### src/design/layer_macros.svh
// Sizes, fraction bits and gain shifts of the fully connected stage

`ifndef LAYER_MACROS_SVH
`define LAYER_MACROS_SVH

// Neurons per stage and length of the output delay lines
`define LAYER_NEURONS 6

// Q8.8 sample word
`define SAMPLE_W 16
`define FRAC_BITS 8

// Right shifts that scale the error vector
`define TAP_GAIN 3
`define BIAS_GAIN 6

`endif

### src/design/layer_pkg.sv
// Types of the fully connected stage
// Q8.8 sample, tap vector, layer mode and sigmoid segment

`include "layer_macros.svh"

package layer_pkg;

  // Signed Q8.8 word
  typedef logic signed [`SAMPLE_W-1:0] sample_t;

  // Element j belongs to neuron j
  typedef sample_t [`LAYER_NEURONS-1:0] tap_vec_t;

  typedef enum logic {
    MODE_FORWARD = 1'b0,
    MODE_ERROR   = 1'b1
  } layer_mode_t;

  typedef enum logic [1:0] {
    SEG_LOW    = 2'd0,
    SEG_LINEAR = 2'd1,
    SEG_HIGH   = 2'd2
  } sig_seg_t;

endpackage

### src/design/sigmoid_pwl.sv
// Hard sigmoid in Q8.8 with a registered output
// Flat below -2.0 and above 2.0 with slope 1/4 between
`timescale 1ns/1ps
`include "layer_macros.svh"

module sigmoid_pwl (
  input  logic               clk,
  input  logic               reset,
  input  layer_pkg::sample_t data_in,
  output layer_pkg::sample_t data_out
);
  import layer_pkg::*;

  localparam sample_t ONE  = sample_t'(1 << `FRAC_BITS);
  localparam sample_t HALF = sample_t'(1 << (`FRAC_BITS - 1));
  localparam sample_t TWO  = sample_t'(2 << `FRAC_BITS);

  sig_seg_t seg;
  sample_t  lin_value;

  always_comb begin
    if (data_in <= -TWO) begin
      seg = SEG_LOW;
    end else if (data_in >= TWO) begin
      seg = SEG_HIGH;
    end else begin
      seg = SEG_LINEAR;
    end
  end

  // Reaches 0 and 255 at the segment edges
  assign lin_value = HALF + (data_in >>> 2);

  always_ff @(posedge clk) begin
    if (reset) begin
      data_out <= '0;
    end else begin
      case (seg)
        SEG_LOW:  data_out <= '0;
        SEG_HIGH: data_out <= ONE;
        default:  data_out <= lin_value;
      endcase
    end
  end

endmodule

### config.mk
export PLATFORM = sky130hd
export DESIGN_NAME = sigmoid_pwl
export DESIGN_NICKNAME = d
export VERILOG_FILES = /design/src/design/layer_pkg.sv /design/src/design/sigmoid_pwl.sv
export VERILOG_INCLUDE_DIRS = /design/src /design/src/design
export SDC_FILE = /design/constraint.sdc
export NUM_CORES = 1
export LEC_CHECK = 0
export ABC_AREA = 1
export BUFFER_PORTS_ARGS = -buffer_cell sky130_fd_sc_hd__buf_2
export CAP_MARGIN = 20
export CELL_PAD_IN_SITES_DETAIL_PLACEMENT = 0
export CELL_PAD_IN_SITES_GLOBAL_PLACEMENT = 1
export CORE_MARGIN = 4
export CORE_UTILIZATION = 35
export CTS_BUF_LIST = sky130_fd_sc_hd__clkbuf_8
export CTS_CLUSTER_DIAMETER = 40
export DETAILED_ROUTE_END_ITERATION = 10
export GPL_TIMING_DRIVEN = 1
export PLACE_DENSITY = 0.95
export SLEW_MARGIN = 40
export SYNTH_ARGS = -nofsm -noshare
export SYNTH_HDL_FRONTEND = slang
export SYNTH_SLANG_ARGS = --single-unit
### constraint.sdc
create_clock -name clk -period 1.3 [get_ports clk]
set_clock_uncertainty 0.05 [all_clocks]
set_input_delay 0.065 -clock clk [delete_from_list [all_inputs] [get_ports clk]]
set_output_delay 0.065 -clock clk [all_outputs]
set_load 0.02 [all_outputs]
# Yosys cells after proc, flatten, opt, wreduce, memory -nomap -nowiden
# Cells that the tools add are included.
[word_totals]
reg_bits = 16
input_bits = 18
out_inout_bits = 16
wordCells = 9
[op_classes]
add_sub_neg = 1
n_lt_le_gt_ge = 2
eq_ne = 1
muxes = 3
n_reduce_logical = 1
[op_table]
columns = ["operator", "count"]
rows = [
  ["case mux 16 bit (2 select lines)", 1],
  [">= comparator 16 x 11 -> 1 bit, second input constant", 1],
  ["<= comparator 16 x 10 -> 1 bit, second input constant", 1],
  ["adder 9 x 14 -> 15 bit, first input constant", 1],
  ["two-way mux 2 bit", 2],
  ["equality test 2 bit, second input constant", 1],
  ["zero test 2 bit", 1],
]

# Longest topological paths before layout
[depth]
word_depth = 5
mapped_depth = 9

# Least setup slack after synthesis
# OpenSTA, ideal clock, no wires.
[synth_timing]
kind = "in2reg"
startpoint = "input port data_in[10]"
endpoint = "register data_out[11]"
arrival_ns = 0.701
required_time_ns = 1.131
path_slack_ns = 0.431
stages = 9
n_path_buf = 0
cell_sequence = "inv_1 -> ha_1 -> nand2_1 -> nor2_4 -> nand2_4 -> nand2_2 -> inv_2 -> nand2_2 -> nor2_1"
[synth_via]
elab_chain_cells = 5
elab_cells_between_ends = 8
classes_between = "add/sub: 1; order compare: 2; eq/ne: 1; mux: 3; reduce/logical: 1"
[synth_lines]
columns = ["item", "line_no", "rtl"]
rows = [
  ["start, declared", "sigmoid_pwl.sv:9", "input layer_pkg::sample_t data_in,"],
  [">= comparator 16 x 11 -> 1 bit", "sigmoid_pwl.sv:24", "end else if (data_in >= TWO) begin"],
  ["two-way mux 2 bit", "sigmoid_pwl.sv:24", ""],
  ["two-way mux 2 bit", "sigmoid_pwl.sv:22", "if (data_in <= -TWO) begin"],
  ["equality test 2 bit / zero test 2 bit (equally long branches)", "sigmoid_pwl.sv:38", "case (seg)"],
  ["case mux 16 bit (2 select lines) (*)", "sigmoid_pwl.sv:38", ""],
  ["end signal, assigned", "sigmoid_pwl.sv:41", "default: data_out <= lin_value;"],
  ["end, declared", "sigmoid_pwl.sv:10", "output layer_pkg::sample_t data_out"],
]
# Mark *: on every way between the ends. The rest lies on a longest branch, timed or not.
# A chain may end at the register's enable or synchronous reset.

# Final worst setup path
[layout_timing]
startpoint = "input port data_in[10]"
endpoint = "register data_out[9]"
# The elaborated chain is that of the path after synthesis.

==> reports/metrics.cfg <==
[run_status]
status=finished, final reports clean

[critical_path]
required_ns=1.37
worst-path-max-fanout=9
slowest_delay_ns=0.13
crit_slowest_cell=ha_1
start_kind=primary input
timing_worst_setup_path_type=primary input to flop
arrival_ns=0.90
path_cells=buf_2 > inv_1 > ha_1 > nand2_1 > nor2_4 > nand2_4 > nand2_2 > inv_2 > nand2_2 > nor2_1
cp_common_cell=nand2_2
cp-end-kind=flop

[finish]
final_cell_mix=33 x buf_2, 15 x dfxtp_1, 13 x nor2_1
final_common_cell=buf_2
reg_top3=data_out (15)
fin_nets=148
final_util_pct=49.1
seq_area_um2=300
syn2layout_area_growth_pct=34.4
largest_reg_flops=15
drive_gt1_share_pct=44.9
diodes=0
fillers=205
top_register=data_out
multi_input_area_um2=375

[die]
core_um2=1940
die_height_um=53.0
die-area_um2=2810
io_pins=34
rows=16
fp.dieW_um=53.0
initial_core_util_pct=36.5

[flow_run]
cap_violations=0

[timing]
rsz0062_at_grt=false
drv_slew=0
setup_viol=0
fin_tns_setup_ns=0
fin_crit_sh_pct=63.4
setup_ws_ns=0.476
max_freq_mhz=1210
finalHoldViolCount=0
holdWs_ns=0.0550
fin_crit_ns=0.824

[cts]
cts_hold_buf=0
cts_tree=built
cts_buffers=3
clk_pin_slew_ns=0.05
cts_setup_buffers=0
clockBufferDepth=2
cts.sinks=15
htreeDepth=1
clockRootBuffer=clkbuf_8
post_cts_resized=0

[logic_synthesis]
ys_warn_count=0
yosysSeqAreaShare_pct=42.3
synth_area_um2=709
synth-seq-cells=15
syn_avg_cell_area_um2=7.97
ys_types=21
syn_inst=89

[power]
finalPower_w=0.000979
leakagePower_nw=0.486
ir_drop_mv=0.414
power_density_nw_per_um2=1030

[grt]
grt_first_pass_wirelength_um=2280
grt_antenna_before_repair=0
grt_pass1_vias=591
grt_overflow=0
grt_max_degree=10
track_usage_pct=11.0

[route]
routed_via_density=4.31
drc=0
finalWirelength_um=1370
dr.pass1.iters=4
drtIter0Drc=4
ant_nets=0
num_vias=663
wl_per_cell_um=8.90

[worst_hold_path]
hold_end=data_out[4]
hp-class=primary input to flop
hold_start=data_in[6]
hold_path_depth=3

[place]
dp_hpwl_um=1220
pre_cts_ws_ns=0.214
portBuffers=33
gp_congestion=0.794

-- critical path, delay by kind of cell --
| family | cells | cell delay [ns] |
|---|---|---|
| simple gates | 6 | 0.49 |
| fa+ha+maj | 1 | 0.13 |
| buf+inv | 3 | 0.20 |
-- cells by family (layout without fill, tap and decap cells) --
group                    Yosys count  count (layout)  synth area share, %
AND/OR/NAND/NOR                   57              57                 44.4
flip-flops                        15              15                 42.3
buffers and inverters             10              46                 5.82
AO/OA/AOI/OAI                      4               4                 3.35
adder cells (fa/ha/maj)            2               2                 3.53
other                              1               3                0.529
-- power by group --
group          switching [W]  internal (W)  leakage (nW)
clock               0.000129      0.000208        0.0269
sequential        0.00000313      0.000477         0.123
combinational       0.000102     0.0000601         0.335
-- area by class of cell --
type,count,share of cell area [%]
clock inverters,1,0.394
flip-flops and latches,15,31.5
multi-input cells,66,39.4
inverters,9,3.54
well taps,27,3.54
repair buffers,33,17.3
clock buffers,3,4.33
-- synth_stat cells --
library cell / count / area share [%]
buf_4: 1 / 1.1
inv_1: 8 / 4.2
dfxtp_1: 15 / 42
a21oi_1: 1 / 0.70
nand2_2: 3 / 2.6
inv_2: 1 / 0.53
o21ai_0: 1 / 0.70
ha_1: 2 / 3.5
nand3_1: 11 / 7.8
and2_1: 1 / 0.88
nand2_4: 3 / 4.8
nor2_4: 2 / 3.2
nor2_1: 13 / 6.9
nor3_2: 1 / 1.4
nand3b_1: 1 / 1.1
o2111ai_1: 1 / 1.2
conb_1: 1 / 0.53
or2_0: 1 / 0.88
nor2_2: 11 / 9.7
nand2_1: 10 / 5.3
o21ai_1: 1 / 0.70
-- worst max path at each step --
stage | startpoint | end | cells after the start
after floorplan | data_in[10] | data_out[11] | 9
after global placement | data_in[10] | data_out[9] | 10
after detailed placement | data_in[10] | data_out[9] | 10
after CTS | data_in[10] | data_out[9] | 10
after global routing | data_in[10] | data_out[9] | 10
final | data_in[10] | data_out[9] | 10
-- metal layers --
layer / vias to the layer above / share of wire [%] / track usage [%] / wire length, um
met3: 4 / 6.6 / 0.845 / 90
met4: 0 / 3.9 / 10.2 / 53
met5: - / 0 / 0 / 0
met1: 288 / 43 / 12.1 / 589
met2: 22 / 47 / 18.6 / 638
li1: 349 / - / - / -
-- stage by stage --
step	area (um^2)	std cells
global placement	908	150
CTS	953	154
global route	953	154
floorplan	717	91
finish	953	154
detailed placement	908	150
No activity file was read; power rests on OpenSTA's default activity.
