`src/design/layer_macros.svh`:
```
// Sizes, fraction bits and gain shifts of the fully connected stage

`ifndef LAYER_MACROS_SVH
`define LAYER_MACROS_SVH

// Neurons per stage and length of the output delay lines
`define LAYER_NEURONS 6

// Q8.8 sample word
`define SAMPLE_W 16
`define FRAC_BITS 8

// Right shifts that scale the error vector
`define TAP_GAIN 3
`define BIAS_GAIN 6

`endif

```
`src/design/layer_pkg.sv`:
```
// Types of the fully connected stage
// Q8.8 sample, tap vector, layer mode and sigmoid segment

`include "layer_macros.svh"

package layer_pkg;

  // Signed Q8.8 word
  typedef logic signed [`SAMPLE_W-1:0] sample_t;

  // Element j belongs to neuron j
  typedef sample_t [`LAYER_NEURONS-1:0] tap_vec_t;

  typedef enum logic {
    MODE_FORWARD = 1'b0,
    MODE_ERROR   = 1'b1
  } layer_mode_t;

  typedef enum logic [1:0] {
    SEG_LOW    = 2'd0,
    SEG_LINEAR = 2'd1,
    SEG_HIGH   = 2'd2
  } sig_seg_t;

endpackage

```
`src/design/neuron.sv`:
```
// Multiply-accumulate neuron with one register stage
// Saturates the Q8.8 sum to the sample range
`timescale 1ns/1ps
`include "layer_macros.svh"

module neuron (
  input  logic               clk,
  input  logic               reset,
  input  layer_pkg::sample_t data_in,
  input  layer_pkg::sample_t tap,
  input  layer_pkg::sample_t acc_in,
  output layer_pkg::sample_t acc_out
);
  localparam int PROD_W = 2 * `SAMPLE_W;
  localparam logic signed [PROD_W:0] SAT_MAX = (PROD_W + 1)'((1 << (`SAMPLE_W - 1)) - 1);
  localparam logic signed [PROD_W:0] SAT_MIN = -SAT_MAX - 1;

  logic signed [PROD_W-1:0] product;
  logic signed [PROD_W-1:0] scaled;
  logic signed [PROD_W:0]   acc_sum;

  // Full precision product scaled back to Q8.8 by the fraction shift
  assign product = data_in * tap;
  assign scaled  = product >>> `FRAC_BITS;
  assign acc_sum = scaled + acc_in;

  always_ff @(posedge clk) begin
    if (reset) begin
      acc_out <= '0;
    end else if (acc_sum > SAT_MAX) begin
      acc_out <= SAT_MAX[`SAMPLE_W-1:0];
    end else if (acc_sum < SAT_MIN) begin
      acc_out <= SAT_MIN[`SAMPLE_W-1:0];
    end else begin
      acc_out <= acc_sum[`SAMPLE_W-1:0];
    end
  end

endmodule

```
`config.mk`:
```
export PLATFORM = sky130hd
export DESIGN_NAME = neuron
export DESIGN_NICKNAME = d
export VERILOG_FILES = /design/src/design/layer_pkg.sv /design/src/design/neuron.sv
export VERILOG_INCLUDE_DIRS = /design/src /design/src/design
export SDC_FILE = /design/constraint.sdc
export NUM_CORES = 1
export LEC_CHECK = 0
export BUFFER_PORTS_ARGS = -buffer_cell sky130_fd_sc_hd__buf_2
export CAP_MARGIN = 0
export CORE_MARGIN = 5
export CORE_UTILIZATION = 50
export CTS_CLUSTER_SIZE = 24
export DETAILED_ROUTE_END_ITERATION = 16
export PLACE_DENSITY = 0.7
export RECOVER_POWER = 25
export SYNTH_ARGS = -nofsm -noshare
export SYNTH_HDL_FRONTEND = slang
export SYNTH_SLANG_ARGS = --single-unit
```
`constraint.sdc`:
```
create_clock -name clk -period 19.2 [get_ports clk]
set_input_delay 0 -clock clk [delete_from_list [all_inputs] [get_ports clk]]
set_output_delay 0 -clock clk [all_outputs]
set_load 0.05 [all_outputs]
```
* Word level (Yosys, flattened, before mapping)
Index checks and enable logic that the tools add are counted.
Widths: inputs -> output; s select.
** Word-level totals
- Register bits :: 16
- Latch bits :: 0
- Word-level logic and storage cells :: 9
- Bits of input ports :: 50
- Memories :: 0
- Memory bits (read-only) :: 0
- RAM bits :: 0
** Operators by class
- Multiply operators :: 1
- Shift-type cells :: 0
- Equal/unequal tests :: 0
- $add $sub $neg :: 1
- Reductions and logical operators :: 1
- Order comparisons :: 2
- Mux-type cells :: 2
- Div/mod/pow operators :: 0
- Bitwise gates (word level) :: 0
** Operators by type and width (count)
- $mul 16x16->32 :: 1
- $add 24x16->25 :: 1
- $gt 25x16->1 const B :: 1
- $lt 25x16->1 const B :: 1
- $mux 16 :: 1
- $mux 15 :: 1
- $reduce_or 2->1 :: 1

* Longest topological paths before layout
- Word-level depth :: 5
- Gate-level depth with buffers :: 33
- Gate-level depth less buffers :: 31

* Worst setup path after synthesis
OpenSTA, ideal clock, no wires.
- Path type :: in2reg
- Start :: input tap[1]
- End :: register acc_out[0]
- Data arrival time :: 7.560 ns
- Stages :: 29
- Path slack :: 11.512 ns
- Buffers on the path :: 2
- Cells stage by stage :: clkbuf_1 -> nand2_1 -> fa_1 -> fa_1 -> fa_1 -> fa_1 -> inv_1 -> fa_1 -> inv_1 -> fa_1 -> inv_1 -> ha_1 -> nor4_1 -> nand2_1 -> a21o_1 -> a41o_1 -> a211oi_1 -> o21bai_1 -> xor2_1 -> ha_1 -> a21oi_1 -> o211ai_1 -> a221oi_2 -> nor2_1 -> o32ai_1 -> nand2_1 -> o41ai_4 -> buf_6 -> a22oi_2
** Between the ends
- Word-level cells in the longest chain between the ends :: 5
** Ends and longest elaborated chain
- from (decl) :: line neuron.sv:10 : input layer_pkg::sample_t tap,
- $mul 16x16->32 (*) :: line neuron.sv:23 : assign product = data_in * tap;
- $add 24x16->25 (*) :: line neuron.sv:25 : assign acc_sum = scaled + acc_in;
- $lt 25x16->1 :: line neuron.sv:32 : end else if (acc_sum < SAT_MIN) begin
- $mux 16 :: line neuron.sv:32
- $mux 15 (*) :: line neuron.sv:30 : end else if (acc_sum > SAT_MAX) begin
- to (signal assigned) :: line neuron.sv:31 : acc_out <= SAT_MAX[`SAMPLE_W-1:0];
- to (signal assigned) :: line neuron.sv:33 : acc_out <= SAT_MIN[`SAMPLE_W-1:0];
- to (signal assigned) :: line neuron.sv:35 : acc_out <= acc_sum[`SAMPLE_W-1:0];
- to (decl) :: line neuron.sv:12 : output layer_pkg::sample_t acc_out
Mark *: on every way between the ends. The rest lies on a longest branch, timed or not.
A chain may end at the register's enable or synchronous reset.

* Worst setup path after layout
- Start :: input tap[4]
- End :: register acc_out[12]
Same word-level chain as after synthesis.

==> key figures <==
Outcome
  – Outcome: finished clean

Cells and area
  – Top flop regs: acc_out x16
  – Layout area overhead: 4.834%
  – Antenna diode count: 0
  – Nets: 1722
  – Largest register FFs: 16
  – FILL cells: 2090
  – Commonest non-fill, non-tap cell in the layout: inv_1
  – Most frequent cells in the layout: inv_1 (290), fa_1 (262), nand2_1 (143), and2_1 (120), ha_1 (106)
  – Design area: approximately 12000 sq um
  – Fraction of layout cells with a size suffix above 1: 7.751%
  – Top reg by flops: acc_out

Synthesis
  – Largest family of logic cells by synthesized area: adder cells
  – Compound-Gate Fraction of Synth Area: ~9.2%
  – Fraction of the mapped netlist area in adder cells: a little under three fifths
  – Syn nets: 1692
  – FFs w/ async S/R, synth: 0%
  – Synthesis-stage register bit count: 16
  – Post-Synth XOR/XNOR Area: 3.701%
  – Number of synthesized flops with an enable pin: 0
  – Mux contribution to synthesized area: less than 1%
  – Mapped cell area: 11600 sq um
  – Synth Flop Type: dfxtp_1
  – Cell variety after synth: between 70 and 80
  – Simple-Gate Fraction of Synth Area: 16.41%
  – Synthesized instance count: approximately 1.3k
  – Sequential area share after synthesis: under 10%
  – Mapped Avg Cell Area: 9.102 sq um
  – Ys Warns: 0

Worst setup path
  – Worst path max stage delay: 0.98 ns
  – Startpoint Class: primary input
  – Worst path slowest cell: o41ai_4
  – Worst Path Max Fanout: 16
  – Critical path class: in2reg
  – Critical path required time: 19.27 ns
  – CP most frequent cell: fa_1
  – Arrival time at the worst endpoint: 8.80 ns
  – Crit path capture type: flop

CTS
  – Worst-path clk slew: 0.05 ns
  – TritonCTS clock tree: done
  – CTS buffer count: 3
  – Post-CTS Setup Inserts: 0
  – CTS sink cnt: 16
  – Htree depth: 1
  – Root buffer cell: clkbuf_16
  – Max Root-Sink Buffers: 2

GRT
  – Vias in the first global route: about 9.1k
  – Global-route wire length before repair: 44420 microns
  – Grt total ovfl: 0
  – Initial antenna violation count: 0
  – GRT Overall Usage: 20.64%
  – Pin count of the biggest net entering global routing: 17

Detailed routing
  – Wire per inst: approximately 16 microns
  – Drt first pass iters: 5
  – Final WL: 26070 microns
  – Vias per cell: 5.344
  – Total number of vias: 8487
  – DR iter-0 viols: 453
  – DR DRC count: 0
  – Routed Antenna Nets: 0

Floorplanning
  – Placement Rows: 55
  – I/O pin total: 66
  – Core ar.: 22710 sq um
  – Die area: 26340 sq um
  – Starting Density: 51.06%
  – Vert. Die Dim: 162.3 microns
  – Die X: 162.3 microns

Timing
  – Worst slew margin: 28.30%
  – Min Clock Period, post-route: 8.734 ns
  – Setup TNS: 0 ns
  – Setup violations, final: 0
  – RSZ-0062 raised after global routing: false
  – Crit share post-route: 45.49%
  – Peak Freq: between 0.1 and 0.15 GHz
  – Fin. Hold Viols: 0
  – Tightest Pin Transition: 1.072 ns
  – Max-slew violations: 0

Place
  – Placed cell area: 12070 sq um
  – Routability Congestion: between 0.8 and 0.9
  – Hpwl dp: 22200 microns
  – Port Buf Inserts: 65

Min path
  – Hold path start: acc_in[0]
  – Worst min path class: in2reg
  – Hold Path End: acc_out[0]
  – Hold path depth: 4

Flow run
  – Max cap viols: 0
## final cells by class
cell class                 count  area, sq um  area share, %
multi-input combinational    927         9977          82.07
inverter                     290         1089          8.954
tap                          285        356.6          2.933
timing repair buffer          66        325.3          2.676
sequential                    16        320.3          2.635
clock buffer                   4        88.84         0.7308
## what timing repair did
| item | in CTS | in global routing |
|---|---|---|
| endpoints found under the hold margin | 1 | 0 |
| hold buffers | 1 | 0 |
| resized for setup | 0 | 0 |
## worst max path at each step
stage	slack, ns	end	start	cells past startpoint
after floorplan	11.51	acc_out[0]	tap[1]	29
after global placement	10.60	acc_out[13]	data_in[9]	28
after detailed placement	10.26	acc_out[14]	data_in[10]	28
after CTS	10.51	acc_out[14]	data_in[10]	28
after global routing	9.69	acc_out[14]	data_in[10]	28
final	10.47	acc_out[12]	tap[4]	29
## cell families (layout without fill, tap and decap cells)
kind of cell | count (synthesis) | in the layout
simple gates | 371 | 371
flops | 16 | 16
compound gates | 138 | 138
buf+inv | 331 | 360
xor+xnor | 49 | 49
fa+ha+maj | 368 | 368
mux | 1 | 1
## through the flow
step | setup WS [ns] | instances | util [%] | hold slack (ns)
after global routing | 9.688 | 1588 | 53.53 | 0.2479
after CTS | 10.51 | 1588 | 53.58 | 0.2018
after global placement | 10.60 | 1583 | 53.14 | 0.2015
after detailed placement | 10.26 | 1583 | 53.14 | 0.2074
after floorplan | 11.51 | 1274 | - | 0.07238
final | 10.47 | 1588 | 53.53 | 0.1942
## worst max-delay path, delay by kind of cell
kind | cells | cell delay, ns
AND/OR/NAND/NOR | 8 | 1.77
AO/OA/AOI/OAI | 7 | 2.87
buffers and inverters | 5 | 0.42
adder cells (fa/ha/maj) | 8 | 3.57
XOR/XNOR | 1 | 0.18
## metal layers
metal	GRT usage (%)	part of all wire, %	up-vias
met5	0	0	-
met4	5.536	3.0	0
met3	1.142	3.5	42
li1	-	-	3948
met1	26.90	40	4306
met2	37.51	54	191
## synthesized netlist by cell type, drive strengths merged (3+ instances only)
cell,instances,area share [%]
a211oi,5,0.37
a21o,18,1.2
a21oi,32,1.4
a221oi,4,0.41
a22oi,15,1.4
a31oi,6,0.32
and2,120,6.5
and3,4,0.23
and4,3,0.24
buf,8,0.66
clkbuf,33,1.2
dfxtp,16,2.8
fa,262,45
ha,106,11
inv,290,9.4
nand2,143,4.6
nand2b,11,0.59
nand3,11,0.52
nand4,6,0.51
nor2,36,1.2
nor2b,4,0.22
nor3,15,0.65
nor4,4,0.22
o211ai,4,0.30
o21a,5,0.32
o21ai,22,0.98
o21bai,4,0.26
xnor2,31,2.3
xor2,18,1.4
Power is not shown: default switching activity piles up to over one toggle a cycle in this logic, so the estimate is an artifact.
