**src/design/layer_macros.svh**
```systemverilog
// Sizes, fraction bits and gain shifts of the fully connected stage

`ifndef LAYER_MACROS_SVH
`define LAYER_MACROS_SVH

// Neurons per stage and length of the output delay lines
`define LAYER_NEURONS 6

// Q8.8 sample word
`define SAMPLE_W 16
`define FRAC_BITS 8

// Right shifts that scale the error vector
`define TAP_GAIN 3
`define BIAS_GAIN 6

`endif

```
**src/design/layer_pkg.sv**
```systemverilog
// Types of the fully connected stage
// Q8.8 sample, tap vector, layer mode and sigmoid segment

`include "layer_macros.svh"

package layer_pkg;

  // Signed Q8.8 word
  typedef logic signed [`SAMPLE_W-1:0] sample_t;

  // Element j belongs to neuron j
  typedef sample_t [`LAYER_NEURONS-1:0] tap_vec_t;

  typedef enum logic {
    MODE_FORWARD = 1'b0,
    MODE_ERROR   = 1'b1
  } layer_mode_t;

  typedef enum logic [1:0] {
    SEG_LOW    = 2'd0,
    SEG_LINEAR = 2'd1,
    SEG_HIGH   = 2'd2
  } sig_seg_t;

endpackage

```
**src/design/sat_add_reg.sv**
```systemverilog
// Registered saturating adder of two Q8.8 samples
`timescale 1ns/1ps
`include "layer_macros.svh"

module sat_add_reg (
  input  logic               clk,
  input  logic               reset,
  input  layer_pkg::sample_t a,
  input  layer_pkg::sample_t b,
  output layer_pkg::sample_t sum
);
  logic signed [`SAMPLE_W:0]   wide_sum;
  logic signed [`SAMPLE_W-1:0] clamped;

  // Two operand add with one guard bit
  assign wide_sum = a + b;

  always_comb begin
    if (wide_sum[`SAMPLE_W] != wide_sum[`SAMPLE_W-1]) begin
      // Overflow clamps toward the sign of the true result
      clamped = {wide_sum[`SAMPLE_W], {(`SAMPLE_W - 1){~wide_sum[`SAMPLE_W]}}};
    end else begin
      clamped = wide_sum[`SAMPLE_W-1:0];
    end
  end

  always_ff @(posedge clk) begin
    if (reset) begin
      sum <= '0;
    end else begin
      sum <= clamped;
    end
  end

endmodule

```
**config.mk**
```make
export PLATFORM = sky130hd
export DESIGN_NAME = sat_add_reg
export DESIGN_NICKNAME = d
export VERILOG_FILES = /design/src/design/layer_pkg.sv /design/src/design/sat_add_reg.sv
export VERILOG_INCLUDE_DIRS = /design/src /design/src/design
export SDC_FILE = /design/constraint.sdc
export NUM_CORES = 1
export LEC_CHECK = 0
export BUFFER_PORTS_ARGS = -buffer_cell sky130_fd_sc_hd__buf_2
export CAP_MARGIN = 20
export CORE_UTILIZATION = 45
export DETAILED_ROUTE_END_ITERATION = 12
export PLACE_DENSITY = 0.71
export SYNTH_ARGS = -nofsm -noshare
export SYNTH_HDL_FRONTEND = slang
export SYNTH_SLANG_ARGS = --single-unit
```
**constraint.sdc**
```tcl
create_clock -name clk -period 2.76 [get_ports clk]
set_clock_uncertainty 0.05 [all_clocks]
set_input_delay 0.276 -clock clk [delete_from_list [all_inputs] [get_ports clk]]
set_output_delay 0.276 -clock clk [all_outputs]
set_load 0.02 [all_outputs]
```
Word level (Yosys, flattened, before mapping)
Cells that the tools add are included. Widths: inputs -> output; s select.

Add/subtract/negate cells: 1. Equal/unequal tests: 1. Multiplexer cells: 1. Bitwise gates (word level): 1.

Operator list (number): $add 16x16->17 (1); $mux 16 (1); $ne 1x1->1 (1); $not 1->1 (1).

Flip-flop bits (word level): 16. Output and inout bits: 16.

Depth between registers and ports, before layout
Gate-level depths: netlist (run 1).

Word-level depth: 3. Gate-level depth with buffers: 11. Mapped depth without buffers: 10.

Worst setup path after synthesis (run 1)
Ideal clock, no wire load.

Kind: input to register. Start point: in a[0]. End point: reg sum[14]. Setup time: 133 ps. Arrival time: 2144 ps. Setup slack: 433 ps. Stages on the path: 10. Cells stage by stage: ha_1 inv_1 fa_1 nand2b_1 a21o_1 a21o_1 o31a_1 and3_1 o21ai_0 a31oi_1.

Word-level cells in the longest chain between the ends: 3. Elaborated cells between the ends (all ways): 4.

RTL lines: start, declared (RTL line sat_add_reg.sv:8) `input layer_pkg::sample_t a,`; $add 16x16->17 (*) (RTL line sat_add_reg.sv:16) `assign wide_sum = a + b;`; $ne 1x1->1 / $not 1->1 (equally long branches) (RTL line sat_add_reg.sv:19, sat_add_reg.sv:21); $mux 16 (*) (RTL line sat_add_reg.sv:19) `` if (wide_sum[`SAMPLE_W] != wide_sum[`SAMPLE_W-1]) begin ``; end signal, assigned (RTL line sat_add_reg.sv:31) `sum <= clamped;`; end, declared (RTL line sat_add_reg.sv:10) `output layer_pkg::sample_t sum`.

Every way passes the cells marked *; elsewhere a longest branch is shown, timed or not. A chain may end at the register's enable or synchronous reset.

Final worst setup path (run 1)
Ends and elaborated chain as after synthesis.

==> results of run 1 <==
==> stage by stage <==
step | hold slack, ns | power (W) | cell area (sq um) | utilization, %
after floorplan | 0.529 | 0.000640 | 1630 | -
after global placement | 0.592 | 0.000763 | 1920 | 56.1
after detailed placement | 0.600 | 0.000768 | 1920 | 56.1
after CTS | 0.308 | 0.000887 | 1940 | 56.7
after global routing | 0.331 | 0.000955 | 1940 | 56.7
final | 0.315 | 0.000887 | 1940 | 56.7
==> metal layers <==
metal | vias to the layer above | routed length (um) | track usage, %
met3 | 7 | 229 | 2.39
li1 | 905 | - | -
met4 | 0 | 55 | 6.10
met5 | - | 0 | 0
met2 | 66 | 1740 | 33.1
met1 | 767 | 1940 | 30.4
==> worst max-delay path: cells and delay by family <==
kind	cells	cell delay (ns)
compound gates	5	1.02
fa+ha+maj	2	0.57
simple gates	2	0.39
buf+inv	2	0.14
==> cell type report <==
| cell class | count | area, sq um | share of cell area, % |
|---|---|---|---|
| Sequential cell | 16 | 320 | 16.5 |
| Tap cell | 46 | 57.6 | 2.97 |
| Timing Repair Buffer | 53 | 288 | 14.8 |
| Clock buffer | 3 | 22.5 | 1.16 |
| Multi-Input combinational cell | 184 | 1220 | 63.1 |
| Inverter | 7 | 26.3 | 1.36 |
==> worst max path at each step <==
stage | end | slack, ns | depth (start not counted)
after CTS | sum[14] | 0.48 | 11
after floorplan | sum[14] | 0.43 | 10
after global routing | sum[14] | 0.34 | 11
after detailed placement | sum[14] | 0.20 | 11
after global placement | sum[14] | 0.22 | 11
final | sum[14] | 0.47 | 11
==> cell usage after synthesis (4+ instances only) <==
cell	instances	area [sq um]
a211oi_1	5	37.5
inv_1	7	26.3
nor2_1	18	67.6
a31oi_1	4	25.0
a21o_1	6	45.0
dfxtp_1	16	320
ha_1	16	200
xnor2_1	6	52.6
o21ai_0	19	95.1
nor3_1	4	20.0
o211ai_1	5	37.5
a21oi_1	27	135
nand2_1	23	86.3
==> report_power, final <==
group          internal [W]  switching (W)  total, W
logic              0.000197       0.000296  0.000492
clock network     0.0000505      0.0000677  0.000118
registers          0.000268     0.00000858  0.000276
total              0.000515       0.000372  0.000887
==> logic make-up (layout without fill, tap and decap cells) <==
| family | Yosys count | count (layout) | share of synthesized area [%] |
|---|---|---|---|
| DFF | 16 | 16 | 19.6 |
| buffers and inverters | 17 | 63 | 5.30 |
| adders and majority gates | 17 | 17 | 13.5 |
| muxes | 1 | 1 | 0.614 |
| and+or+nand+nor | 64 | 64 | 18.3 |
| xor gates and xnor gates | 9 | 9 | 4.84 |
| AOI/OAI and AO/OA | 93 | 93 | 37.8 |
==> cells in the final DEF, fill, tap and decap left out, types with 4 or more instances in the layout <==
| master | instances |
|---|---|
| a21oi_1 | 27 |
| buf_2 | 49 |
| nor2_1 | 18 |
| a31oi_1 | 4 |
| nor3_1 | 4 |
| xnor2_1 | 6 |
| nand2_1 | 23 |
| inv_1 | 7 |
| dfxtp_1 | 16 |
| ha_1 | 16 |
| a21o_1 | 6 |
| a211oi_1 | 5 |
| o21ai_0 | 19 |
| o211ai_1 | 5 |
==> metrics.md, run 1 <==
| Metric | Value |
|---|---|
| CP required | `about 2.9 ns` |
| Total gr overflow | `0` |
| Pre-CTS setup slack | `approximately 0.20 ns` |
| Pin count of the biggest net entering global routing | `21` |
| Initial DRC Count | `160` |
| Hold depth | `2` |
| # Post-CTS Setup Buffers | `0` |
| Crit path largest cell delay | `slightly below 0.4 ns` |
| Startpoint types | `input port` |
| WS Path Type | `in2reg` |
| EDFF count, synth | `0` |
| Largest regs | `sum: 16 flops` |
| Initial Util | `47.7%` |
| Port Buf Inserts | `49` |
| Via count | `roughly 1700` |
| Post-layout minimum cycle time | `around 2.3 ns` |
| RSZ-0062 raised after global routing | `no` |
| Seq/Total Area, Yosys | `roughly a fifth` |
| Worst path most repeated cell | `a21o_1` |
| Die area | `roughly 3900 sq um` |
| Slew margin rel. | `between 50% and 60%` |
| Status | `completed` |
| CP arrival | `2.40 ns` |
| Clock Root Buffer | `clkbuf_4` |
| Die W | `between 60 and 70 um` |
| Global-route wire length before repair | `between 6 and 7 mm` |
| # Max-Cap Violations | `0` |
| Hold WC Path Type | `in2reg` |
| Initial antenna violation count | `0` |
| Crit. End Element | `flop` |
| Drc violations | `0` |
| Critical Path Source | `a[0]` |
| DR pass1 iterations | `4` |
| DR WL/cell | `between 10 and 15 um` |
| Placed Cells | `306` |
| Vias per cell | `between 5 and 6` |
| H-tree depth | `1` |
| Hold_buf cts | `0` |
| Final worst-path cycle share | `between 80% and 90%` |
| Top reg by flops | `sum` |
| WL final | `3.97 mm` |
| Final Hold Fails | `0` |
| Most used flip-flop cell after synthesis | `dfxtp_1` |
| Synthesized Nets | `approximately 270` |
| Max Freq | `436 MHz` |
| CTS sink cnt | `16` |
| Row cnt | `21` |
| Synth warn | `0` |
| Share of cells above drive strength 1 | `about a quarter` |
| FILL cells | `343` |
| Num ports | `50` |
| Core footprint | `~3400 sq um` |
| Syn Area/Cell | `approximately 7.5 sq um` |
| Hold_sp | `reset` |
| Max rail drop VDD | `170 uV` |
| Routability cong. | `slightly below 0.9` |
| GRT Total Usage | `21.2%` |
| Routed Antenna Nets | `0` |
| Max reg flops | `16` |
| Post-synthesis cell type count | `a little over 50` |
| Final worst setup slack | `roughly 0.47 ns` |
| Pwr/cell area | `~460 nW/um^2` |
| CTS Buffer Depth | `2` |
| Die Span Y | `~62 um` |
| Cell count after synthesis | `217` |
| Clk slew on worst S/H paths | `0.09 ns` |
| Final nets | `316` |
| Critical path cell sequence | `buf_2, ha_1, inv_1, fa_1, nand2b_1, a21o_1, a21o_1, o31a_1, and3_1, o21ai_0, a31oi_1` |
| CTS tree | `built` |
| P&R area growth vs syn | `18.9%` |
| Post-Synthesis Cell Area | `1630 sq um` |
| Static Leak | `0.876 nW` |
| Highest-delay cell along the critical path | `fa_1` |
| N_diodes | `0` |
| Final Max Tran Viols | `0` |
| Vias in the first global route | `1507` |
| Worst Hold Path EP | `sum[1]` |
| PostCTS Resize Cnt | `0` |
| TritonCTS Buffers | `3` |
| Critical path fanouts, max | `8` |
| Asr flop ratio synth | `0%` |
| DP HPWL | `~3.1 mm` |
| Worst Tran Pin Value | `about 0.65 ns` |
| Final setup fails | `0` |
| Setup TNS | `0 ns` |
| Seq cells post-synth | `16` |
| Fin cells | `between 300 and 400` |
(Power assumes the default switching activity.)
==> run 2: changes to the inputs <==
clock period = 2.3 ns   (was 2.76 ns; I/O delays follow)
==> metrics.md, run 2 (synthesis results as in run 1) <==
| Metric | Value |
|---|---|
| Crit path largest cell delay | `0.39 ns (about the same)` |
| Hold_sp | `reset` |
| Hold_buf cts | `0 (unchanged)` |
| GRT Total Usage | `21.8% (+0.60 points)` |
| Max Freq | `~460 MHz` |
| Vias per cell | `5.57 (-1.4%)` |
| Row cnt | `21 (unchanged)` |
| DR pass1 iterations | `4 (unchanged)` |
| Top reg by flops | `sum` |
| Status | `completed` |
| Final Hold Fails | `0 (unchanged)` |
| Hold WC Path Type | `in2reg` |
| Final worst-path cycle share | `95.2%` |
| Drc violations | `0 (unchanged)` |
| Worst Hold Path EP | `sum[1]` |
| CTS sink cnt | `16 (unchanged)` |
| Fin cells | `335 (+8.4%)` |
| Post-layout minimum cycle time | `between 2 and 2.5 ns` |
| Setup TNS | `0 ns (unchanged)` |
| Via count | `1866 (+6.9%)` |
| Worst path most repeated cell | `a21o_1` |
| DR WL/cell | `12.1 um (-5.6%)` |
| Total gr overflow | `0 (unchanged)` |
| WS Path Type | `in2reg` |
| Crit. End Element | `flop` |
| Routed Antenna Nets | `0 (unchanged)` |
| Critical path fanouts, max | `8 (unchanged)` |
| Most common cell after layout, fill and taps aside | `buf_2` |
| Static Leak | `1.00 nW (+14%)` |
| Final setup fails | `0 (unchanged)` |
| Highest-delay cell along the critical path | `fa_1` |
| Final worst setup slack | `0.111 ns (-0.357 ns)` |
| Global-route wire length before repair | `7.03 mm (+3.8%)` |
| Routability cong. | `0.858 (-1.5%)` |
| Share of cells above drive strength 1 | `31.1% (+6.8 points)` |
| N_diodes | `0 (unchanged)` |
| Clock Root Buffer | `clkbuf_4` |
| CTS tree | `built` |
| H-tree depth | `1 (unchanged)` |
| Pre-CTS setup slack | `-0.182 ns (-0.381 ns)` |
| Initial DRC Count | `119 (-26%)` |
| DP HPWL | `3.40 mm (+8.5%)` |
| Vias in the first global route | `1643 (+9.0%)` |
| Finished Cell Area | `2130 sq um (+10%)` |
| Initial Util | `47.7% (unchanged)` |
| Placed Cells | `332 (+8.5%)` |
| Buffers plus inverters on the worst setup path | `2 (unchanged)` |
| Initial antenna violation count | `0 (unchanged)` |
| Final Max Tran Viols | `0 (unchanged)` |
| CP arrival | `2.30 ns (-0.10 ns)` |
| Num ports | `50 (unchanged)` |
| Worst Tran Pin Value | `0.454 ns (-0.191 ns)` |
| DP Area | `2110 sq um (+10%)` |
| # Max-Cap Violations | `0 (unchanged)` |
| CP delay by family, top | `compound AO/OA/AOI/OAI gates` |
| Pwr/cell area | `529 nW/um^2 (+16%)` |
| Pin count of the biggest net entering global routing | `17 (-19%)` |
| PostCTS Resize Cnt | `0 (unchanged)` |
| Slew margin rel. | `68.9% (+12 points)` |
| Die area | `3870 sq um (unchanged)` |
| CP required | `2.41 ns (-0.46 ns)` |
| P&R area growth vs syn | `30.9%` |
| Hold depth | `2 (unchanged)` |
| # Post-CTS Setup Buffers | `0 (unchanged)` |
| Max rail drop VDD | `184 uV (+7.7%)` |
| Final nets | `342 (+8.2%)` |
| TritonCTS Buffers | `3 (unchanged)` |
| Critical path cell sequence | `buf_2, ha_1, inv_1, fa_1, nand2b_1, a21o_1, a21o_1, o31a_1, and3_1, o21ai_0, a31oi_1` |
| Clk slew on worst S/H paths | `0.09 ns (about the same)` |
| WL final | `4.06 mm (+2.4%)` |
| Startpoint types | `input port` |
| CTS Buffer Depth | `2 (unchanged)` |
| Die W | `62.2 um (unchanged)` |
| Port Buf Inserts | `49 (unchanged)` |
| RSZ-0062 raised after global routing | `no` |
| Die Span Y | `62.2 um (unchanged)` |
| Max reg flops | `16 (unchanged)` |
| Final Power | `0.00113 W (+27%)` |
| Core footprint | `3420 sq um (unchanged)` |
| Commonest cells after routing, fill and taps aside | `buf_2 (49), buf_4 (29), a21oi_1 (27)` |
| Largest regs | `sum: 16 flops` |
==> run 2: changes by cell type in the layout (fill, tap and decap cells not counted) <==
cell	change
buf_4	+26
==> run 2: layout make-up <==
type | count | area, sq um
clock buffers | 3 | 22.5
fillers | 343 | 1280
inverters | 7 | 26.3
multi-input cells | 184 | 1220
flip-flops and latches | 16 | 320
well taps | 46 | 57.6
repair buffers | 79 | 483
==> run 2: worst max-delay path by stage <==
| stage | from | end | slack (ns) | cells after the start |
|---|---|---|---|---|
| CTS | a[0] | sum[14] | 0.11 | 11 |
| finish | a[0] | sum[14] | 0.11 | 11 |
| global placement | a[0] | sum[14] | -0.12 | 11 |
| global route | a[0] | sum[14] | 0.003 | 11 |
| floorplan | a[0] | sum[14] | 0.02 | 10 |
| detailed placement | a[0] | sum[14] | -0.18 | 11 |
==> run 2: per-layer routing <==
metal	vias to the layer above	GRT usage [%]	wire, um
li1	956	-	-
met1	843	29.7	1960
met2	59	36.3	1850
met3	8	2.57	196
met4	0	5.52	52
met5	-	0	0
==> run 2: through the flow <==
step	hold slack [ns]	util [%]
global placement	0.541	61.8
CTS	0.248	62.5
detailed placement	0.545	61.8
floorplan	0.483	-
global route	0.287	62.5
finish	0.250	62.5
==> run 2: power by group <==
part           total (W)  leakage (nW)  switching [W]  internal (W)
clock network   0.000148        0.0138      0.0000872     0.0000609
registers       0.000331         0.134     0.00000959      0.000321
logic           0.000649         0.854       0.000366      0.000283
==> run 3: changes to the inputs <==
CORE_UTILIZATION = 40   (was 45)
PLACE_DENSITY = not set   (was 0.71)
==> metrics.md, run 3 (synthesis results as in run 1) <==
| Metric | Value |
|---|---|
| Vias per cell | `5.35 (-3.9%)` |
| # Max-Cap Violations | `0 (unchanged)` |
| Routability cong. | `0.804 (-6.2%)` |
| Critical path fanouts, max | `7 (-1)` |
| Die Span Y | `65.8 um (+5.9%)` |
| Port Buf Inserts | `49 (unchanged)` |
| Die W | `65.8 um (+5.9%)` |
| Worst Hold Path EP | `sum[1]` |
| Max reg flops | `16 (unchanged)` |
| DR WL/cell | `12.4 um (+1.9%)` |
| Pin count of the biggest net entering global routing | `17 (unchanged)` |
| Final worst-path cycle share | `94.6% (-0.56 points)` |
| Most common cell after layout, fill and taps aside | `buf_2` |
| Final Hold Fails | `0 (unchanged)` |
| Hold WC Path Type | `in2reg` |
| Worst Tran Pin Value | `0.444 ns (-0.0107 ns)` |
| Initial Util | `43.2% (-4.5 points)` |
| Row cnt | `22 (+4.8%)` |
| Top reg by flops | `sum` |
| Hold_buf cts | `0 (unchanged)` |
| Global-route wire length before repair | `6.75 mm (-4.0%)` |
| Hold depth | `2 (unchanged)` |
| Max rail drop VDD | `187 uV (+2.1%)` |
| Final Power | `0.00123 W (+9.2%)` |
| TritonCTS Buffers | `3 (unchanged)` |
| N_diodes | `0 (unchanged)` |
| DP HPWL | `3.38 mm (-0.57%)` |
| Crit. End Element | `flop` |
| CTS Buffer Depth | `2 (unchanged)` |
| Routed Antenna Nets | `0 (unchanged)` |
| Multi-input gate area | `1230 sq um (+0.72%)` |
| Post-layout minimum cycle time | `2.18 ns (-0.0130 ns)` |
| CP arrival | `2.31 ns (about the same)` |
| WL final | `4.16 mm (+2.5%)` |
| Drc violations | `0 (unchanged)` |
| Final Max Tran Viols | `0 (unchanged)` |
| Vias in the first global route | `1522 (-7.4%)` |
| Commonest cells after routing, fill and taps aside | `buf_2 (49), buf_4 (29), a21oi_1 (27)` |
| CTS tree | `built` |
| WS Path Type | `in2reg` |
| H-tree depth | `1 (unchanged)` |
| Total gr overflow | `0 (unchanged)` |
| Via count | `1804 (-3.3%)` |
| Hold Slack | `0.285 ns (+0.0353 ns)` |
| Max Freq | `460 MHz (+0.60%)` |
| Final nets | `341 (-0.29%)` |
| P&R area growth vs syn | `32.3%` |
| Clk slew on worst S/H paths | `0.07 ns (-0.02 ns)` |
| Startpoint types | `input port` |
| Num ports | `50 (unchanged)` |
| Die area | `4330 sq um (+12%)` |
| Hold_sp | `reset` |
| Slew margin rel. | `69.7% (+0.73 points)` |
| Sequential Area | `320 sq um (unchanged)` |
| Pwr/cell area | `571 nW/um^2 (+8.0%)` |
| DR pass1 iterations | `4 (unchanged)` |
| Initial DRC Count | `134 (+13%)` |
| Final setup fails | `0 (unchanged)` |
| GRT Total Usage | `20.0% (-1.8 points)` |
| Initial antenna violation count | `0 (unchanged)` |
| Clock Root Buffer | `clkbuf_8` |
| Core footprint | `3770 sq um (+10%)` |
| RSZ-0062 raised after global routing | `no` |
| CP required | `2.44 ns (+0.03 ns)` |
| Status | `completed` |
| CTS sink cnt | `16 (unchanged)` |
| Share of cells above drive strength 1 | `31.8% (+0.69 points)` |
| Static Leak | `1.01 nW (+0.57%)` |
| Largest regs | `sum: 16 flops` |
| FILL cells | `364 (+6.1%)` |
## run 3: cell count changes in the layout (fill, tap and decap cells not counted)
cell / before / now
nor3b_1: 2 / 1
clkbuf_8: 0 / 4
buf_12: 1 / 0
nor3b_2: 0 / 1
clkbuf_4: 3 / 0
mux2i_2: 0 / 1
mux2i_1: 1 / 0
## run 3: worst max-delay path, stage by stage
cell and delay, ns:
buf_2 0.08, ha_1 0.16, inv_1 0.05, fa_1 0.38
nand2b_1 0.18, a21o_1 0.18, a21o_1 0.21, buf_4 0.15
o21a_4 0.22, mux2i_2 0.18, o221ai_1 0.14, a21oi_1 0.14
## run 3: through the flow
| step | setup TNS [ns] | std cells | setup slack (ns) | utilization (%) | cell area (sq um) |
|---|---|---|---|---|---|
| 2_1_floorplan | 0 | 217 | 0.0194 | - | 1630 |
| 3_3_place_gp | -0.558 | 332 | -0.112 | 55.3 | 2090 |
| 3_5_place_dp | -0.831 | 332 | -0.159 | 55.3 | 2090 |
| 4_1_cts | 0 | 336 | 0.0858 | 56.8 | 2140 |
| 5_1_grt | 0 | 337 | 0.000821 | 57.2 | 2160 |
| 6_report | 0 | 337 | 0.124 | 57.2 | 2160 |
## run 3: worst max-delay path by stage
stage,from,end,cells after the start
2_1_floorplan,a[0],sum[14],10
3_3_place_gp,a[0],sum[10],12
3_5_place_dp,a[0],sum[10],12
4_1_cts,a[0],sum[10],12
5_1_grt,a[0],sum[14],11
6_report,a[0],sum[10],12
## run 3: report_power, final
part | internal [W] | total (W) | leakage (nW) | switching (W)
Clock | 0.000152 | 0.000250 | 0.0288 | 0.0000976
Combinational | 0.000283 | 0.000650 | 0.845 | 0.000367
Sequential | 0.000322 | 0.000332 | 0.134 | 0.0000102
## run 3: final cells by class
cell class,instances,area share [%]
Inverter,7,1.22
Sequential cell,16,14.8
Multi-Input combinational cell,184,57.1
Timing Repair Buffer,78,21.5
Clock buffer,4,2.55
Tap cell,48,2.78
## run 3: timing repair
item,in CTS,in global routing
setup endpoints to repair,0,2
gates resized for setup,0,2
buffers inserted,0,1
## run 3: layer usage
metal	vias up	part of all wire (%)	track usage, %
met3	4	3.0	1.55
met2	43	46	31.3
met4	0	0.82	7.34
met1	804	50	28.2
met5	-	0	0
li1	953	-	-
